**src/hdl/dcache_config.svh**
```systemverilog
`ifndef DCACHE_CONFIG_SVH
`define DCACHE_CONFIG_SVH

// address split as tag | index | offset
`define DC_TAG_W      20
`define DC_INDEX_W    8
`define DC_OFFSET_W   4

// backing line memory
`define LINE_RAM_LINES    256  // 16-byte lines
`define LINE_RAM_LATENCY  3    // cycles from acceptance to response

`endif
```
**src/hdl/dcache_pkg.sv**
```systemverilog
`include "dcache_config.svh"

package dcache_pkg;

    typedef logic [31:0]  addr_t;
    typedef logic [31:0]  word_t;
    typedef logic [127:0] line_t;
    typedef logic [3:0]   wstrb_t;   // byte mask within a word
    typedef logic [15:0]  lstrb_t;   // byte mask within a line
    typedef logic [2:0]   acc_type_t;

    typedef logic [`DC_TAG_W-1:0]    tag_t;
    typedef logic [`DC_INDEX_W-1:0]  index_t;
    typedef logic [`DC_OFFSET_W-1:0] offset_t;

    localparam acc_type_t ACC_LINE = 3'b100;  // full line transfer

    typedef struct packed {
        logic      op;       // 1 = store
        logic      uncache;
        addr_t     pc;
        tag_t      tag;      // already translated
        index_t    index;
        offset_t   offset;
        wstrb_t    wstrb;
        word_t     wdata;
        acc_type_t rd_type;
        acc_type_t wr_type;
    } cpu_req_t;

    typedef struct packed {
        acc_type_t cmd_type;
        addr_t     addr;
    } rd_cmd_t;

    typedef struct packed {
        acc_type_t cmd_type;
        addr_t     addr;
        lstrb_t    strb;
        line_t     data;
    } wr_cmd_t;

    typedef struct packed {
        logic  addr_ok;
        logic  data_ok;
        word_t rdata;
    } cpu_resp_t;

    typedef enum logic [2:0] {
        IDLE,
        LOOK_UP,
        READ_REQ,
        READ_WAIT,
        WRITE_REQ,
        WRITE_WAIT
    } dc_state_t;

endpackage

```
**src/hdl/uncached_dcache.sv**
```systemverilog
module uncached_dcache (
    input  logic                  clk,
    input  logic                  rst,

    // CPU memory stage
    input  logic                  valid,
    input  dcache_pkg::cpu_req_t  req,
    input  logic                  flush,
    input  dcache_pkg::addr_t     flush_pc,
    output logic                  cache_ready,
    output logic                  cache_ack,
    output dcache_pkg::cpu_resp_t resp,

    // line bus, read channel
    output logic                  rd_req,
    output dcache_pkg::rd_cmd_t   rd_cmd,
    input  logic                  rd_rdy,
    input  logic                  ret_valid,
    input  logic                  ret_last,
    input  dcache_pkg::line_t     ret_data,

    // line bus, write channel
    output logic                  wr_req,
    output dcache_pkg::wr_cmd_t   wr_cmd,
    input  logic                  wr_rdy,
    input  logic                  wr_done
);
    import dcache_pkg::*;

    dc_state_t  state;
    dc_state_t  next_state;

    cpu_req_t   req_buf;        // held request payload
    logic       req_buf_valid;
    addr_t      req_addr;
    logic [1:0] lane;           // word lane within the line
    logic [1:0] rd_lane_q;      // lane of the read in flight

    logic       flush_hit;
    logic       flush_kill;
    logic       accept;
    logic       read_done;
    logic       write_taken;

    assign accept   = valid && cache_ack;
    assign req_addr = {req_buf.tag, req_buf.index, req_buf.offset};
    assign lane     = req_addr[3:2];

    // younger-or-equal pc than the flush point gets cancelled
    assign flush_hit  = flush && req_buf_valid && (flush_pc <= req_buf.pc);
    // a store on the bus must finish
    assign flush_kill = flush_hit && (state != WRITE_REQ) && (state != WRITE_WAIT);

    assign cache_ack   = valid && (state == IDLE);
    assign cache_ready = (state == IDLE) && !req_buf_valid;

    always_ff @(posedge clk) begin
        if (rst) begin
            state <= IDLE;
        end else begin
            state <= next_state;
        end
    end

    always_comb begin
        next_state = state;
        case (state)
            IDLE: begin
                if (valid) begin
                    next_state = LOOK_UP;
                end
            end
            LOOK_UP: begin
                if (!req_buf_valid || flush_hit) begin
                    next_state = IDLE;  // cancelled before the bus
                end else if (req_buf.op) begin
                    next_state = WRITE_REQ;
                end else begin
                    next_state = READ_REQ;
                end
            end
            READ_REQ: begin
                if (rd_rdy) begin
                    next_state = READ_WAIT;
                end
            end
            READ_WAIT: begin
                if (ret_valid) begin
                    next_state = IDLE;
                end
            end
            WRITE_REQ: begin
                if (wr_rdy) begin
                    next_state = WRITE_WAIT;
                end
            end
            WRITE_WAIT: begin
                if (wr_done) begin
                    next_state = IDLE;
                end
            end
            default: begin
                next_state = IDLE;
            end
        endcase
    end

    always_ff @(posedge clk) begin
        if (rst) begin
            req_buf_valid <= 1'b0;
        end else if (accept) begin
            req_buf_valid <= 1'b1;
        end else if (flush_kill || next_state == IDLE) begin
            req_buf_valid <= 1'b0;
        end
    end

    // payload stays put after a flush so a pending read command holds steady
    always_ff @(posedge clk) begin
        if (accept) begin
            req_buf <= req;
        end
    end

    always_ff @(posedge clk) begin
        if (rd_req && rd_rdy) begin
            rd_lane_q <= lane;
        end
    end

    assign rd_req          = (state == READ_REQ);
    assign rd_cmd.cmd_type = req_buf.uncache ? req_buf.rd_type : ACC_LINE;
    assign rd_cmd.addr     = req_addr;

    assign wr_req          = (state == WRITE_REQ);
    assign wr_cmd.cmd_type = req_buf.uncache ? req_buf.wr_type : ACC_LINE;
    assign wr_cmd.addr     = req_addr;
    assign wr_cmd.data     = line_t'(req_buf.wdata) << {lane, 5'b0};  // word into its lane
    assign wr_cmd.strb     = lstrb_t'(req_buf.wstrb) << {lane, 2'b0};

    // a killed read still drains its return beat without a response
    assign read_done   = (state == READ_WAIT) && ret_valid && req_buf_valid;
    assign write_taken = (state == WRITE_REQ) && wr_rdy;  // posted store

    assign resp.addr_ok = read_done || write_taken;
    assign resp.data_ok = read_done || write_taken;
    assign resp.rdata   = ret_data[{rd_lane_q, 5'b0} +: 32];

    a_bus_one_channel: assert property (
        @(posedge clk) disable iff (rst)
        (rd_req || wr_req) |-> ({rd_req, wr_req} == {!req_buf.op, req_buf.op})
    ) else $error("bus request does not match the buffered operation");

    a_data_ok_state: assert property (
        @(posedge clk) disable iff (rst)
        resp.data_ok |-> (req_buf_valid && (state == READ_WAIT || state == WRITE_REQ))
    ) else $error("data_ok for an empty buffer or outside READ_WAIT/WRITE_REQ");

    a_single_beat: assert property (
        @(posedge clk) disable iff (rst) ret_valid |-> ret_last
    ) else $error("multi-beat return from line memory");

endmodule

```
**config.mk**
```make
export PLATFORM = sky130hd
export DESIGN_NAME = uncached_dcache
export DESIGN_NICKNAME = d
export VERILOG_FILES = /design/src/hdl/dcache_pkg.sv /design/src/hdl/uncached_dcache.sv
export VERILOG_INCLUDE_DIRS = /design/src /design/src/hdl
export SDC_FILE = /design/constraint.sdc
export NUM_CORES = 1
export LEC_CHECK = 0
export ABC_AREA = 0
export ABC_CLOCK_PERIOD_IN_PS = 6350
export BUFFER_PORTS_ARGS = -buffer_cell sky130_fd_sc_hd__clkbuf_2
export CORE_AREA = 2 2 203 205
export CTS_CLUSTER_DIAMETER = 40
export DETAILED_ROUTE_END_ITERATION = 6
export DIE_AREA = 0 0 205 207
export SETUP_SLACK_MARGIN = 0.3
export SLEW_MARGIN = 10
export SYNTH_ARGS = -nofsm -noshare
export SYNTH_HDL_FRONTEND = slang
export SYNTH_SLANG_ARGS = --single-unit
```
**constraint.sdc**
```tcl
create_clock -name clk -period 6.35 [get_ports clk]
set_input_delay 0.9525 -clock clk [delete_from_list [all_inputs] [get_ports clk]]
set_output_delay 0.9525 -clock clk [all_outputs]
set_load 0.03 [all_outputs]
```
# Word-level counts from Yosys, hierarchy flattened
# Index checks and enable logic that the tools add are counted.
# word_totals
regBits,114
output_inout_bits,252
input_bits,277
elab_cells,54
# classes
n_eq_ne,7
n_reduce_logical,18
order_cmp,1
n_mux,12
shifts,3
# ops
op,n
128-bit by 8-bit indexed part select with 32-bit output,1
32-bit by 7-bit << shifter with 128-bit output,1
32-bit less-or-equal comparator,1
3-bit two-way mux,9
3-bit case mux with 6 select lines,1
4-bit by 4-bit << shifter with 16-bit output,1
1-bit logical AND,11
3-bit by 2-bit equality test with 1-bit output (second input constant),2
3-bit equality test (second input constant),2
3-bit zero test,2
3-bit inequality test (second input constant),2
3-bit by 1-bit equality test with 1-bit output (second input constant),1
1-bit logical OR,3
1-bit two-way mux,2
2-bit nonzero test,1
1-bit zero test,1

# Depth between registers and ports, before layout
# depth
ltp_word,9
depth_mapped,9
ltp_nobuf,9

# Worst setup path before layout
# OpenSTA, ideal clock, no wires.
# synth_timing
path_type,input -> output
start,input valid
end,output cache_ack
arrival_time_ps,3477
path_stages,3
path_slack_ps,1921
required_ps,5398
n_path_buf,0
path_cell_list,nor2b_1 nand2_1 inv_1
# synth_between
elab_chain_cells,1
# synth_lines
item,line_no,source
"start, declared",uncached_dcache.sv:6,"input logic valid,"
1-bit logical AND,uncached_dcache.sv:54,assign cache_ack = valid && (state == IDLE);
"end, declared",uncached_dcache.sv:11,"output logic cache_ack,"
# No other way between the ends.

==> results.yml <==
synth:
  synth_top_cell_by_area: "edfxtp_1"
  yosysMostFrequentCell: "and2_1"
  synth_ff_type: "edfxtp_1"
  yosys.area.top_type_share_pct: 49.5
  syn_area_um2: 6670
  ys_ff_latch: 114
  netlist_top_cells_count: "and2_1, edfxtp_1, buf_4"
  ys_seq_area_share_pct: 50.7
  synth_warnings: 0
  syn_avg_cell_area_um2: 12.5
  synthTopCellsByArea: "edfxtp_1, mux4_2, and2_1"
  synthArstFlopShare_pct: 0
  syn_nets: 844
  synth_cells: 535
  synth-edff-count: 110
  synth.distinct_cells: 39
cts:
  post_cts_resized: 0
  cts.clk_slew.worst_paths_ns: 0.06
  cts_root_buf: "clkbuf_16"
  cts_sinks: 114
  cts_buffer_depth: 2
  ctsHoldBuffers: 0
  cts_buffers: 17
  cts_htree_levels: 4
  post-cts-setup-buffers: 0
  cts_tree: "built"
  clk_latency_ns: 0.43
timing:
  period_minus_slack_ns: 3.34
  setup_viol: 0
  setup-tns-final_ns: 0
  hold_violations: 0
  fin_crit_sh_pct: 52.6
  max_slew_margin_pct: 39.3
  worstMarginPinSlew_ns: 0.910
  fmax_mhz: 299
  maxSlewViolCount: 0
  rsz0062_at_grt: "no"
  fin_worst_skew_ns: 0.0114
drt:
  top_layer: "met4"
  drtPass1Iterations: 5
  vias_per_cell: 3.89
  antenna_left: 0
  first_iter_violations: 340
  wl_met2_um: 14200
  wl_per_cell_um: 17.0
  num_vias: 5994
  wl_met1_um: 9120
  drc: 0
  drt_wl_total_um: 26200
  met3_length_um: 2360
power:
  fin_total_pwr_mw: 2.37
  power_leakage_nw: 4.98
  power_density_nw_per_um2: 236
  ir_drop_mv: 0.185
grt:
  groute.usage.overall_pct: 12.0
  grt_pass1_wl_um: 36500
  grt_pass1_vias: 5857
  grt_max_degree: 71
  grt_overflow: 0
  antenna_found_initial: 5
worst_setup_path:
  critical_path_class: "reg -> out"
  path_max_fanout: 36
  rrSetupSlack_ns: 3.86
  crit_path_start_kind: "flop"
  cp-end-kind: "primary output"
  cp.required_ns: 5.40
  arrival_ns: 2.39
die:
  row_count: 74
  chipHeight_um: 207
  core_area_um2: 40400
  die_area_um2: 42400
  die_w_um: 205
  ios: 529
  initial_core_util_pct: 16.5
cells_and_area:
  fin_util_pct: 24.9
  syn_to_final_growth_pct: 50.5
  drive_gt1_share_pct: 60.2
  nNetsFinal: 1305
  fillers: 4343
flow_run:
  max_cap_violations: 0
place:
  hpwl_um: 21400
  port_buffers: 527
  gp_congestion: 0.774
status:
  outcome: "finished, final reports clean"
hold_path:
  hold_class: "reg -> reg"
-- placed cells by master, fill, tap and decap left out, drive strengths merged, types with 2 or more instances in the layout --
cell type / n
edfxtp: 110
buf: 5
nor2b: 4
a21o: 4
o21ai: 7
nand3: 4
a31oi: 2
nand4: 7
nor2: 10
inv: 36
a21oi: 12
nand2b: 7
and3: 37
nand2: 9
nor4: 2
ha: 32
and2: 114
a221oi: 4
clkbuf: 545
clkinv: 7
dfxtp: 4
bufinv: 2
mux4: 32
clkinvlp: 3
-- critical path: stages, from the launching register on --
cell and delay [ns]:
edfxtp_1 0.62, nor2b_4 0.78, and2_1 0.27, clkbuf_2 0.23
-- power breakdown --
group | switching (mW) | total (mW) | internal (mW)
registers | 0.0326 | 0.916 | 0.883
clock network | 0.380 | 0.962 | 0.581
logic | 0.317 | 0.493 | 0.175
-- state kept, by name (all words and copies together) (netlist names) --
name / cells
rd_cmd: 32
rd_lane_q: 2
req_buf: 76
req_buf_valid: 1
state: 3
-- metal layers --
layer / vias up / global-route usage [%]
met2: 347 / 23.0
met5: - / 0
met3: 29 / 3.92
met1: 2839 / 11.8
met4: 0 / 4.14
li1: 2779 / -
-- final cells by class --
class / count / area, µm² / share of cell area (%)
sequential: 114 / 3380 / 33.7
timing repair buffer: 532 / 2680 / 26.6
multi-input combinational: 297 / 2600 / 25.9
tap: 532 / 666 / 6.63
clock buffer: 18 / 429 / 4.27
clock inverter: 14 / 158 / 1.57
inverter: 34 / 130 / 1.30
antenna: 1 / 2.50 / 0.0249
-- through the flow --
step / hold slack, ns / std cells / worst slack (ns) / instance area [µm²]
2_1_floorplan: 0.510 / 535 / 1.92 / 6670
3_3_place_gp: 0.569 / 1509 / 3.12 / 9440
3_5_place_dp: 0.582 / 1509 / 3.17 / 9450
4_1_cts: 0.591 / 1541 / 2.98 / 10000
5_1_grt: 0.633 / 1541 / 2.90 / 10000
6_report: 0.587 / 1542 / 3.01 / 10000
-- cell families after synthesis --
logic type / share of synthesized area [%]
simple gates: 18.1
buf+inv: 10.7
flops: 50.7
compound gates: 3.66
mux: 10.8
fa+ha+maj: 6.00
-- path summary, 6_finish.rpt --
check                     from           to  cells after the start
setup reg to reg      state[0]  req_buf[14]                      4
setup / recovery     rd_cmd[2]   wr_cmd[48]                      3
hold reg to reg   req_buf[107]     state[1]                      2
hold / removal    req_buf[107]     state[1]                      2
Power figures use the tool's default switching activity.
